[src/common/math_macros.svh]
////////////////////////////////////////////////////////////////////////////
// default sizing for the chunked ALU, include where defaults are needed
////////////////////////////////////////////////////////////////////////////

`ifndef MATH_MACROS_SVH
`define MATH_MACROS_SVH

// operand width in bits
`define MATH_WIDTH 16

// clocks from operand sample to result, one chunk resolved per clock
// must be 1 or more
`define MATH_LATENCY 3

`endif

[src/common/math_pkg.sv]
////////////////////////////////////////////////////////////////////////////
// shared chunk planning functions and compare state for the chunked ALU
// import inside a module body to size the per-stage chunks
////////////////////////////////////////////////////////////////////////////

package math_pkg;

    // width of one chunk, rounded up so LATENCY chunks always cover WIDTH
    function automatic int f_chunk_width(int width, int latency);
        return (width + latency - 1) / latency;
    endfunction

    // number of chunks needed to cover the width, never above latency
    function automatic int f_chunk_count(int width, int latency);
        int cw;
        cw = f_chunk_width(width, latency);
        return (width + cw - 1) / cw;
    endfunction

    // top chunk takes whatever bits are left over, may be narrower
    function automatic int f_last_chunk_width(int width, int latency);
        int cw;
        int cn;
        cw = f_chunk_width(width, latency);
        cn = f_chunk_count(width, latency);
        return width - (cn - 1) * cw;
    endfunction

    // running compare state carried down the compare pipeline
    //   eq   : every chunk checked so far matched
    //   done : live set, stays clear in every slot flushed by reset
    typedef struct packed {
        logic eq;
        logic done;
    } cmp_state_t;

endpackage

[src/chunk_pipe/stage_delay.sv]
`timescale 1ns/1ps
////////////////////////////////////////////////////////////////////////////
// resettable shift line for any payload type, every stage exposed as a tap
// taps[i] holds the payload sampled i+1 clocks ago
////////////////////////////////////////////////////////////////////////////

module stage_delay #(
    parameter type payload_t = logic [7:0],
    parameter int  DEPTH     = 2
) (
    input  logic     clk,
    input  logic     rst,
    input  payload_t din,
    output payload_t taps [DEPTH]
);

    always_ff @(posedge clk) begin
        if (rst) begin
            // flush the whole line so no stale operands leak out
            for (int i = 0; i < DEPTH; i++) begin
                taps[i] <= '0;
            end
        end else begin
            // first tap samples the input
            taps[0] <= din;
            // remaining taps shift by one stage per clock
            for (int i = 1; i < DEPTH; i++) begin
                taps[i] <= taps[i-1];
            end
        end
    end

endmodule

[src/chunk_pipe/chunk_add_sub.sv]
`timescale 1ns/1ps
////////////////////////////////////////////////////////////////////////////
// pipelined ripple adder and subtractor, one chunk resolved per stage
// sum = a + b, diff = a - b, both modulo 2^WIDTH, LATENCY clocks later
////////////////////////////////////////////////////////////////////////////

module chunk_add_sub #(
    parameter int WIDTH   = 16,
    parameter int LATENCY = 3
) (
    input  logic             clk,
    input  logic             rst,
    input  logic [WIDTH-1:0] a,
    input  logic [WIDTH-1:0] b,
    output logic [WIDTH-1:0] sum,
    output logic [WIDTH-1:0] diff
);
    import math_pkg::*;

    // chunk plan
    localparam int CW = f_chunk_width(WIDTH, LATENCY);
    localparam int CN = f_chunk_count(WIDTH, LATENCY);
    localparam int LW = f_last_chunk_width(WIDTH, LATENCY);

    typedef struct packed {
        logic [WIDTH-1:0] a;
        logic [WIDTH-1:0] b;
    } ab_pair_t;

    ab_pair_t         ops_in;
    ab_pair_t         ops_tap [LATENCY];

    // partial results, stage k holds chunks 0..k of its own operand set
    logic [WIDTH-1:0] sum_d   [LATENCY];
    logic [WIDTH-1:0] sum_q   [LATENCY];
    logic [WIDTH-1:0] diff_d  [LATENCY];
    logic [WIDTH-1:0] diff_q  [LATENCY];

    // carry and borrow out of each chunk, top one is dropped
    logic [CN-1:0]    carry_d;
    logic [CN-1:0]    carry_q;
    logic [CN-1:0]    borrow_d;
    logic [CN-1:0]    borrow_q;

    ////////////////////////////////////////////////////////////////////////////
    // operand line
    ////////////////////////////////////////////////////////////////////////////

    assign ops_in = {a, b};

    // stage k reads the operands that entered k clocks earlier
    stage_delay #(
        .payload_t (ab_pair_t),
        .DEPTH     (LATENCY)
    ) u_ops (
        .clk  (clk),
        .rst  (rst),
        .din  (ops_in),
        .taps (ops_tap)
    );

    ////////////////////////////////////////////////////////////////////////////
    // per-stage chunk logic
    ////////////////////////////////////////////////////////////////////////////

    for (genvar k = 0; k < LATENCY; k++) begin : g_stage
        if (k < CN) begin : g_chunk
            // top chunk may be narrower than the rest
            localparam int W  = (k == CN - 1) ? LW : CW;
            localparam int LO = k * CW;

            ab_pair_t         ops;
            logic [WIDTH-1:0] sum_prev;
            logic [WIDTH-1:0] diff_prev;
            logic             cin;
            logic             bin;
            logic [W:0]       add_res;
            logic [W:0]       sub_res;

            if (k == 0) begin : g_first
                // chunk 0 works straight off the inputs, nothing to ripple in
                assign ops       = ops_in;
                assign sum_prev  = '0;
                assign diff_prev = '0;
                assign cin       = 1'b0;
                assign bin       = 1'b0;
            end else begin : g_next
                assign ops       = ops_tap[k-1];
                assign sum_prev  = sum_q[k-1];
                assign diff_prev = diff_q[k-1];
                assign cin       = carry_q[k-1];
                assign bin       = borrow_q[k-1];
            end

            // extra msb catches carry out, or borrow when the result wraps
            assign add_res = {1'b0, ops.a[LO +: W]} + {1'b0, ops.b[LO +: W]}
                           + {{W{1'b0}}, cin};
            assign sub_res = {1'b0, ops.a[LO +: W]} - {1'b0, ops.b[LO +: W]}
                           - {{W{1'b0}}, bin};

            // bits above this chunk are still zero, so or merges the chunk in
            assign sum_d[k]    = sum_prev | (WIDTH'(add_res[W-1:0]) << LO);
            assign diff_d[k]   = diff_prev | (WIDTH'(sub_res[W-1:0]) << LO);
            assign carry_d[k]  = add_res[W];
            assign borrow_d[k] = sub_res[W];
        end else begin : g_pass
            // all chunks resolved, just hold the result until the output stage
            assign sum_d[k]  = sum_q[k-1];
            assign diff_d[k] = diff_q[k-1];
        end
    end

    ////////////////////////////////////////////////////////////////////////////
    // stage registers
    ////////////////////////////////////////////////////////////////////////////

    always_ff @(posedge clk) begin
        if (rst) begin
            for (int k = 0; k < LATENCY; k++) begin
                sum_q[k]  <= '0;
                diff_q[k] <= '0;
            end
            carry_q  <= '0;
            borrow_q <= '0;
        end else begin
            sum_q    <= sum_d;
            diff_q   <= diff_d;
            carry_q  <= carry_d;
            borrow_q <= borrow_d;
        end
    end

    // final stage holds the finished result
    assign sum  = sum_q[LATENCY-1];
    assign diff = diff_q[LATENCY-1];

endmodule

[src/chunk_pipe/chunk_compare.sv]
`timescale 1ns/1ps
////////////////////////////////////////////////////////////////////////////
// pipelined chunked equality compare of a and c, one chunk per stage
// cmp_eq and cmp_neq come out of the last stage LATENCY clocks later
////////////////////////////////////////////////////////////////////////////

module chunk_compare #(
    parameter int WIDTH   = 16,
    parameter int LATENCY = 3
) (
    input  logic             clk,
    input  logic             rst,
    input  logic [WIDTH-1:0] a,
    input  logic [WIDTH-1:0] c,
    output logic             cmp_eq,
    output logic             cmp_neq
);
    import math_pkg::*;

    localparam int CW = f_chunk_width(WIDTH, LATENCY);
    localparam int CN = f_chunk_count(WIDTH, LATENCY);
    localparam int LW = f_last_chunk_width(WIDTH, LATENCY);

    typedef struct packed {
        logic [WIDTH-1:0] a;
        logic [WIDTH-1:0] c;
    } ac_pair_t;

    ac_pair_t   ops_in;
    ac_pair_t   ops_tap [LATENCY];
    cmp_state_t state_d [LATENCY];
    cmp_state_t state_q [LATENCY];
    logic       neq_q;

    assign ops_in = {a, c};

    stage_delay #(
        .payload_t (ac_pair_t),
        .DEPTH     (LATENCY)
    ) u_ops (
        .clk  (clk),
        .rst  (rst),
        .din  (ops_in),
        .taps (ops_tap)
    );

    for (genvar k = 0; k < LATENCY; k++) begin : g_stage
        cmp_state_t prev;
        logic       chunk_eq;

        // first stage starts a live set from "all equal so far"
        if (k == 0) begin : g_first
            assign prev = '{eq: 1'b1, done: 1'b1};
        end else begin : g_next
            assign prev = state_q[k-1];
        end

        if (k < CN) begin : g_chunk
            localparam int W  = (k == CN - 1) ? LW : CW;
            localparam int LO = k * CW;

            ac_pair_t ops;

            if (k == 0) begin : g_src_in
                assign ops = ops_in;
            end else begin : g_src_tap
                assign ops = ops_tap[k-1];
            end
            assign chunk_eq = (ops.a[LO +: W] == ops.c[LO +: W]);
        end else begin : g_pass
            assign chunk_eq = 1'b1;
        end

        // done rides along with its set, a slot flushed by reset never gets it
        assign state_d[k] = '{eq: prev.eq & chunk_eq, done: prev.done};
    end

    always_ff @(posedge clk) begin
        if (rst) begin
            for (int k = 0; k < LATENCY; k++) begin
                state_q[k] <= '0;
            end
            neq_q <= 1'b0;
        end else begin
            state_q <= state_d;
            // neq taken from the same state as eq, on the same edge
            neq_q   <= state_d[LATENCY-1].done & ~state_d[LATENCY-1].eq;
        end
    end

    // both flags stay low until a finished state reaches the end
    assign cmp_eq  = state_q[LATENCY-1].eq & state_q[LATENCY-1].done;
    assign cmp_neq = neq_q;

endmodule

[src/verilog/math_alu_top.sv]
`timescale 1ns/1ps
////////////////////////////////////////////////////////////////////////////
// chunked ALU top, a + b and a - b plus a == c, fixed LATENCY clocks
// a new operand set can be applied on every rising edge
////////////////////////////////////////////////////////////////////////////

`include "math_macros.svh"

module math_alu_top #(
    parameter int WIDTH   = `MATH_WIDTH,
    parameter int LATENCY = `MATH_LATENCY
) (
    input  logic             clk,
    input  logic             rst,
    input  logic [WIDTH-1:0] a,
    input  logic [WIDTH-1:0] b,
    input  logic [WIDTH-1:0] c,
    output logic [WIDTH-1:0] sum,
    output logic [WIDTH-1:0] diff,
    output logic             cmp_eq,
    output logic             cmp_neq
);
    import math_pkg::*;

    // elaboration guard on the sizing
    if (LATENCY < 1) begin : g_bad_latency
        $error("math_alu_top: LATENCY must be at least 1");
    end else if (f_chunk_count(WIDTH, LATENCY) > LATENCY) begin : g_bad_chunks
        $error("math_alu_top: chunk count exceeds LATENCY");
    end

    ////////////////////////////////////////////////////////////////////////////
    // arithmetic pipeline, a and b
    ////////////////////////////////////////////////////////////////////////////

    chunk_add_sub #(
        .WIDTH   (WIDTH),
        .LATENCY (LATENCY)
    ) u_add_sub (
        .clk  (clk),
        .rst  (rst),
        .a    (a),
        .b    (b),
        .sum  (sum),
        .diff (diff)
    );

    ////////////////////////////////////////////////////////////////////////////
    // compare pipeline, a and c
    ////////////////////////////////////////////////////////////////////////////

    chunk_compare #(
        .WIDTH   (WIDTH),
        .LATENCY (LATENCY)
    ) u_compare (
        .clk     (clk),
        .rst     (rst),
        .a       (a),
        .c       (c),
        .cmp_eq  (cmp_eq),
        .cmp_neq (cmp_neq)
    );

endmodule

[config.mk]
export PLATFORM = sky130hd
export DESIGN_NAME = math_alu_top
export DESIGN_NICKNAME = d
export VERILOG_FILES = /design/src/common/math_pkg.sv /design/src/chunk_pipe/stage_delay.sv /design/src/chunk_pipe/chunk_add_sub.sv /design/src/chunk_pipe/chunk_compare.sv /design/src/verilog/math_alu_top.sv
export VERILOG_INCLUDE_DIRS = /design/src /design/src/common
export SDC_FILE = /design/constraint.sdc
export NUM_CORES = 1
export LEC_CHECK = 0
export BUFFER_PORTS_ARGS = -buffer_cell sky130_fd_sc_hd__buf_2
export CAP_MARGIN = 20
export CORE_ASPECT_RATIO = 2
export CORE_UTILIZATION = 50
export CTS_CLUSTER_SIZE = 14
export DETAILED_ROUTE_END_ITERATION = 8
export GPL_ROUTABILITY_DRIVEN = 0
export HOLD_SLACK_MARGIN = 0.06
export PLACE_DENSITY_LB_ADDON = 0.25
export SLEW_MARGIN = 20
export SYNTH_ARGS = -nofsm -noshare
export SYNTH_HDL_FRONTEND = slang
export SYNTH_SLANG_ARGS = --single-unit
[constraint.sdc]
create_clock -name clk -period 2.35 [get_ports clk]
set_input_delay 0.235 -clock clk [delete_from_list [all_inputs] [get_ports clk]]
set_output_delay 0.235 -clock clk [all_outputs]
set_load 0.02 [all_outputs]
### Word-level counts from Yosys, hierarchy flattened

Cells that the tools add are included.

| cells by class | value |
|---|---|
| $add $sub $neg | 10 |
| eq/ne operators | 3 |
| multiplexer cells | 1 |
| bitwise gates (word level) | 9 |

Operator list:

| cell | number |
|---|---|
| $or 16x12->16 | 2 |
| $or 16x16->16 | 2 |
| $add 6x6->7 | 2 |
| $sub 6x6->7 | 2 |
| $eq 6x6->1 | 2 |
| $add 7x1->7 | 1 |
| $sub 7x1->7 | 1 |
| $mux 5 | 1 |
| $add 4x1->4 | 1 |
| $add 4x4->4 | 1 |
| $and 1x1->1 | 4 |
| $eq 4x4->1 | 1 |
| $sub 4x1->4 | 1 |
| $sub 4x4->4 | 1 |
| $not 1->1 | 1 |

| word-level totals | value |
|---|---|
| flip-flop bits (word level) | 203 |
| bits of input ports | 50 |
| output and inout port bits | 34 |
| word-level logic and storage cells | 46 |

### Longest topological paths before layout

Gate-level depths: netlist (run 1).

| depth | value |
|---|---|
| depth after elaboration | 4 |
| gate-level depth with buffers | 10 |
| gate-level depth less buffers | 10 |

### Hierarchy

A second synthesis (run 1) with hierarchy kept.

| unflattened totals | value |
|---|---|
| cells, all modules | 751 |
| area total of the unflattened synthesis | 8730.9 µm² |

By module, submodules not included:

| module | instances | cells each | area an instance (µm²) | sequential area each (µm²) |
|---|---|---|---|---|
| stage_delay | 2 | 202 | 2600.0 | 1921.8 |
| chunk_add_sub | 1 | 311 | 3171.8 | 1381.3 |
| chunk_compare | 1 | 36 | 359.1 | 140.1 |

### Least setup slack after synthesis (run 1)

OpenSTA, ideal clock, no wires.

| timing path | value |
|---|---|
| kind | register to register |
| start point | register u_add_sub.u_ops.taps[70] in the netlist's numbering |
| end point | register u_add_sub.borrow_q[1] |
| setup time | 0.118 ns |
| arrival | 2.083 ns |
| data required time | 2.232 ns |
| path slack | 0.149 ns |
| cell stages (with the launch flop) | 10 |
| path buffers | 0 |
| clock period less this slack | 2.201 ns |
| cell sequence | dfxtp_1 inv_1 fa_1 ha_1 nor2_1 fa_1 a21boi_0 o22ai_1 xnor2_1 nor2_1 |

| between the ends | value |
|---|---|
| cells in the longest elaborated chain, start to end | 2 |

Ends and longest elaborated chain:

| item | line | RTL |
|---|---|---|
| start: declaration | stage_delay.sv:14 | `output payload_t taps [DEPTH]` |
| start signal: indexed assignment | stage_delay.sv:28 | `taps[i] <= taps[i-1];` |
| $sub 6x6->7 | chunk_add_sub.sv:98 | `assign sub_res = {1'b0, ops.a[LO +: W]} - {1'b0, ops.b[LO +: W]}` |
| $sub 7x1->7 | chunk_add_sub.sv:99 | `- {{W{1'b0}}, bin};` |
| end signal: assignment | chunk_add_sub.sv:129 | `borrow_q <= borrow_d;` |
| end: declaration | chunk_add_sub.sv:43 | `logic [CN-1:0] borrow_q;` |

Every way passes these cells.
A chain may end at the register's enable or synchronous reset.

### Final worst setup path (run 1)

Ends and elaborated chain as after synthesis.

==> results of run 1 <==
-- path summary, 6_finish.rpt --
path | slack [ns] | startpoint | endpoint
max | 0.18 | u_add_sub.u_ops.taps[70] | u_add_sub.borrow_q[1]
min | 0.07 | a[6] | u_compare.u_ops.taps[86]
max reg2reg | 0.18 | u_add_sub.u_ops.taps[70] | u_add_sub.borrow_q[1]
min reg2reg | 0.43 | u_add_sub.g_stage[1].g_chunk.diff_prev[5] | u_add_sub.g_stage[2].g_chunk.diff_prev[5]
-- routing by layer --
layer  GRT usage, %  up-vias  share of wire, %
li1               -     1633                 -
met5              0        -                 0
met4          11.79        0               2.8
met3          5.175       20               4.2
met1          17.20     1424                38
met2          33.20       84                55
-- Yosys cell counts, drive strengths merged, types with 2 or more instances --
library cell,count,area share [%]
dfxtp,118,51
nor2b,84,11
inv,40,3.3
ha,33,8.9
nor2,29,2.3
xnor2,18,3.4
xor2,14,2.6
buf,11,1.4
fa,10,4.3
o21ai,9,0.97
clkbuf,8,0.65
a21oi,6,0.65
nor4,6,0.81
nor3,5,0.65
o21a,5,0.81
a211oi,3,0.48
nand2,3,0.24
nand4,3,0.40
nor4b,3,0.57
a311oi,2,0.38
and2,2,0.27
nand2b,2,0.27
nand3b,2,0.32
o21bai,2,0.32
o311ai,2,0.38
o31a,2,0.38
o41ai,2,0.38
or3,2,0.27
-- report_power, final --
group	internal, W	switching, W
Clock	0.00170	0.000919
Sequential	0.00216	0.0000446
Combinational	0.000316	0.000336
Total	0.00417	0.00130
-- cells by family after synthesis --
group | after synthesis
AO/OA/AOI/OAI | 41
XOR/XNOR | 32
adder cells (fa/ha/maj) | 43
buffers and inverters | 59
flip-flops | 118
AND/OR/NAND/NOR | 147
-- repair_timing --
item | CTS | global route
hold buffers | 25 | 0
pin swaps | 0 | 1
endpoints found under the setup margin | 2 | 2
gates resized for setup | 1 | 2
hold endpoints to repair | 25 | 0
-- flip-flops by register name (all words and copies together) (netlist names) --
register and count:
u_add_sub.u_ops.taps 14, u_add_sub.carry_q 2, u_compare.state_q 2, u_add_sub.borrow_q 2
u_compare.cmp_neq 1, u_compare.u_ops.taps 28, u_compare.g_stage.prev 4, u_add_sub.g_stage.g_chunk.sum_prev 17
u_add_sub.g_stage.g_chunk.diff_prev 17, u_add_sub.sum 16, u_add_sub.diff 15
-- area by class of cell --
class / count / area (µm²) / area share [%]
clock inverters: 14 / 176.4 / 2.938
well taps: 102 / 127.6 / 2.125
inverters: 40 / 152.6 / 2.542
clock buffers: 18 / 439.2 / 7.314
multi-input cells: 263 / 2041 / 33.99
flip-flops and latches: 118 / 2362 / 39.34
repair buffers: 113 / 705.7 / 11.75
-- through the flow --
| stage | hold slack, ns | instance area [µm²] |
|---|---|---|
| floorplan | 0.3632 | 4646 |
| global route | 0.07553 | 6005 |
| global placement | 0.4160 | 5132 |
| detailed placement | 0.4220 | 5132 |
| CTS | 0.06232 | 5998 |
| finish | 0.07234 | 6005 |
==> results.yml, run 1 <==
placed_design:
  place_hpwl_um: 5552
  dp_slack_ns: -0.04562
  portBuffers: 83
  dp.cells: 611
worst_setup_path:
  critPathArrivalTime_ns: 2.46
  max_stage_delay_ns: 0.48
  required_ns: 2.63
  cpLargestDelayFamily: "adder cells"
  path_class: "reg2reg"
  reg2reg_depth: 10
  path_depth: 10
  cp_slowest_cell: "fa_1"
  start_kind: "flop"
  end_kind: "flop"
  path_max_fanout: 2
  crit_buf_inv: 2
  crit_chain: "inv_1, fa_1, inv_1, ha_1, nor2_1, fa_2, a21boi_2, o22ai_1, xnor2_1, nor2_1"
job:
  cap_violations: 0
synthesis:
  muxShareOfSynthArea_pct: 0
  synth_compound_area_share_pct: 6.168
  ys_seq_elements: 118
  netlist_instances: 440
  synth_ff_type: "dfxtp_1"
  synth_edf_count: 0
  synth.avg_cell_area_um2: 10.56
  synth_xor_area_share_pct: 6.033
  ys_types: 47
  synth-seq-area-share_pct: 50.85
  synth.net_count: 533
  synth-simple-area-share_pct: 18.39
  syn_area_um2: 4646
  synth_warnings: 0
  synth_fa_ha_area_share_pct: 13.20
  synth_top_family_by_area: "simple AND/OR/NAND/NOR gates"
  async_flop_share_pct: 0
global_route:
  overflow: 0
  grt_pass1_wl_um: 13610
  grt_pass1_vias: 3175
  track_usage_pct: 18.22
  grt_max_degree: 69
  antenna_found_initial: 0
detailed_routing:
  ant_nets: 0
  vias: 3161
  via_per_inst: 4.732
  routed_wirelength_um: 8182
  wl_per_cell_um: 12.25
  first_pass_iters: 4
  drc: 0
  first_iter_violations: 109
cells_and_area:
  drive_gt1_share_pct: 22.26
  syn_to_final_growth_pct: 29.25
  final_util_pct: 66.63
  fillers: 701
  instances_no_fill: 668
  layout_commonest_cell: "dfxtp_1"
  num_antenna_cells: 0
  mostFrequentLayoutCells: "dfxtp_1, nor2b_1, buf_2, inv_1, ha_1"
  num-nets-final: 646
clock_network:
  cts.path.max_buffers: 2
  htreeDepth: 4
  cts.sinks: 118
  path_clk_slew_ns: 0.05
  post_cts_buffers: 0
  tritoncts: "yes"
  clk_latency_ns: 0.41
  cts_buffers: 17
  cts-root-buf: "clkbuf_16"
sta:
  relSlewSlack_pct: 58.22
  min_period_ns: 2.172
  setup_viol: 0
  skew_ns: 0.006299
  rsz0062_at_grt: "false"
  max_clock_freq_mhz: 460.5
  hold_viol: 0
  tns_ns: 0
  setup_ws_ns: 0.1784
  slew_violations: 0
  finalCritPeriodShare_pct: 92.41
  worst_pin_slew_ns: 0.6267
power:
  leakage_nw: 2.735
  cellPowerDensity_nw_per_um2: 911.7
  power_w: 0.005474
  peakVddDrop_mv: 0.9278
hold_path:
  worstHoldPathCells: 2
  hold_path.class: "in2reg"
die:
  dieWidth_um: 70.16
  die_h_um: 138.3
  floorplan.initialDensity_pct: 51.55
  io_pins: 84
  rows: 49
  dieArea_um2: 9705
  core-area_um2: 9012
run_status:
  status: "finished clean"
Power figures use the tool's default switching activity.
==> run 2: changes to the inputs <==
--- a/config.mk
+++ b/config.mk
@@ -7,7 +7,6 @@
 export NUM_CORES = 1
 export LEC_CHECK = 0
 export BUFFER_PORTS_ARGS = -buffer_cell sky130_fd_sc_hd__buf_2
-export CAP_MARGIN = 20
 export CORE_ASPECT_RATIO = 2
 export CORE_UTILIZATION = 50
 export CTS_CLUSTER_SIZE = 14
==> constraint.sdc (replaced) <==
create_clock -name clk -period 2.7 [get_ports clk]
set_input_delay 0.27 -clock clk [delete_from_list [all_inputs] [get_ports clk]]
set_output_delay 0.27 -clock clk [all_outputs]
set_load 0.02 [all_outputs]
==> run 2 against run 1 <==
  * Via count fell by 1.7%
  * Design area fell by 4.3%
  * Clock power fell by 18%
  * Sequential cell count did not move
  * Clock skew rose by 0.00073 ns
  * Count of clock-buffer cells in the layout rose by 1
  * Setup slack improved by 0.067 ns
  * Register-to-register slack improved by 0.07 ns
  * Routed wire length fell by 3.3%
  * Final cell count fell by 3.3%
  * Highest routed layer unchanged
  * First-iteration DRC count fell by 14%
  * Total power fell by 16%
==> results.yml, run 2 (synthesis gave the netlist of run 1 again) <==
sta:
  max_clock_freq_mhz: 407.3
  relSlewSlack_pct: 66.74
  worst_pin_slew_ns: 0.4944
  rsz0062_at_grt: "false"
  tns_ns: 0
  finalCritPeriodShare_pct: 90.93
  setup_viol: 0
  skew_ns: 0.007025
  hold_viol: 0
  slew_violations: 0
  min_period_ns: 2.455
cells_and_area:
  largest_reg_flops: 28
  layout_commonest_cell: "dfxtp_1"
  multiInputGateArea_um2: 2034
  drive_gt1_share_pct: 22.06
  fillers: 750
  syn_to_final_growth_pct: 23.67
  num_antenna_cells: 0
  regMostFlops: "u_compare.u_ops.taps"
  num-nets-final: 624
  mostFrequentLayoutCells: "dfxtp_1, nor2b_1, buf_2, inv_1, ha_1"
  regArea_um2: 2362
clock_network:
  clk_latency_ns: 0.41
  cts-root-buf: "clkbuf_16"
  post_cts_buffers: 0
  cts-resized-gates: 0
  tritoncts: "yes"
  htreeDepth: 4
  cts_buffers: 17
  cts.sinks: 118
  path_clk_slew_ns: 0.05
  cts.path.max_buffers: 2
run_status:
  status: "finished clean"
worst_setup_path:
  reg2reg_depth: 10
  start_kind: "flop"
  required_ns: 2.98
  timing.rr.end: "u_add_sub.borrow_q[1]"
  path_class: "reg2reg"
  max_stage_delay_ns: 0.48
  crit_chain: "inv_1, fa_1, inv_1, ha_1, nor2_1, fa_1, a21boi_0, o22ai_1, xnor2_1, nor2_1"
  path_max_fanout: 3
  reg2reg_setup_slack_ns: 0.24
  cp_slowest_cell: "fa_1"
  end_kind: "flop"
  r2r_start: "u_add_sub.u_ops.taps[70]"
  critPathArrivalTime_ns: 2.74
placed_design:
  place_hpwl_um: 5638
  portBuffers: 83
job:
  cap_violations: 0
detailed_routing:
  via_per_inst: 4.808
  routed_wirelength_um: 7909
  drc: 0
  ant_nets: 0
  vias: 3106
  first_iter_violations: 94
  wl_per_cell_um: 12.24
  first_pass_iters: 6
die:
  core-area_um2: 9012
  rows: 49
  die_h_um: 138.3
  floorplan.initialDensity_pct: 51.55
  io_pins: 84
  dieArea_um2: 9705
  dieWidth_um: 70.16
power:
  cellPowerDensity_nw_per_um2: 799.5
  peakVddDrop_mv: 0.6219
  leakage_nw: 2.618
  power_w: 0.004594
hold_path:
  hold_path.class: "in2reg"
  hp-start: "b[13]"
  worstHoldPathCells: 2
  worstHoldEndpoint: "u_add_sub.u_ops.taps[77]"
global_route:
  grt_pass1_wl_um: 13370
  track_usage_pct: 18.01
  grt_max_degree: 54
  grt_pass1_vias: 3163
  overflow: 0
  antenna_found_initial: 0
run 2: cell types whose count changed in the layout (fill, tap and decap cells not counted), sizes merged:
cell,before,now
buf,88,85
dlygate4sd3,25,6
bufinv,3,2
inv,42,40
clkinvlp,2,4
clkbuf,18,19
run 2: worst max-delay path by stage:
stage	endpoint	start	slack, ns
floorplan	u_add_sub.borrow_q[1]	u_add_sub.u_ops.taps[70]	0.50
global placement	u_add_sub.borrow_q[1]	u_add_sub.u_ops.taps[70]	0.38
detailed placement	u_add_sub.borrow_q[1]	u_add_sub.u_ops.taps[70]	0.22
CTS	u_add_sub.borrow_q[1]	u_add_sub.u_ops.taps[70]	0.22
global route	u_add_sub.borrow_q[1]	u_add_sub.u_ops.taps[70]	0.12
finish	u_add_sub.borrow_q[1]	u_add_sub.u_ops.taps[70]	0.24
run 2: power by group:
part           internal (W)  total (W)  leakage (nW)  switching (W)
sequential          0.00188    0.00192         0.975      0.0000392
combinational      0.000250   0.000537          1.37       0.000287
clock               0.00137    0.00214         0.275       0.000769
run 2: cell type report:
class | count | area share, %
inverters | 40 | 2.657
multi-input cells | 263 | 35.41
flip-flops and latches | 118 | 41.12
well taps | 102 | 2.221
repair buffers | 91 | 8.580
clock inverters | 13 | 2.308
clock buffers | 19 | 7.709
run 2: stage by stage:
stage | hold slack, ns | util (%) | instance area, µm² | worst slack (ns) | instances
after CTS | 0.06321 | 63.75 | 5746 | 0.2233 | 646
after global routing | 0.06704 | 63.75 | 5746 | 0.1202 | 646
after detailed placement | 0.4204 | 56.70 | 5110 | 0.2203 | 608
after global placement | 0.4161 | 56.70 | 5110 | 0.3802 | 608
final | 0.06859 | 63.75 | 5746 | 0.2449 | 646
after floorplan | 0.3982 | - | 4646 | 0.4995 | 440
run 2: layer usage:
layer	vias to the layer above	routed length [µm]	track usage, %
met2	90	4246	31.58
li1	1587	-	-
met4	0	333	12.53
met5	-	0	0
met1	1402	2985	16.61
met3	27	344	6.924
run 2: what timing repair did:
action                                 in CTS  in global routing
hold buffers                                6                  0
endpoints found under the hold margin       6                  0
setup endpoints to repair                   0                  0
run 2: critical path, delay by kind of cell (launching register included):
family          cells  cell delay (ns)
simple gates        2             0.11
buf+inv             2             0.14
xor+xnor            1             0.15
compound gates      2             0.54
fa+ha+maj           3             1.04
flops               1             0.36
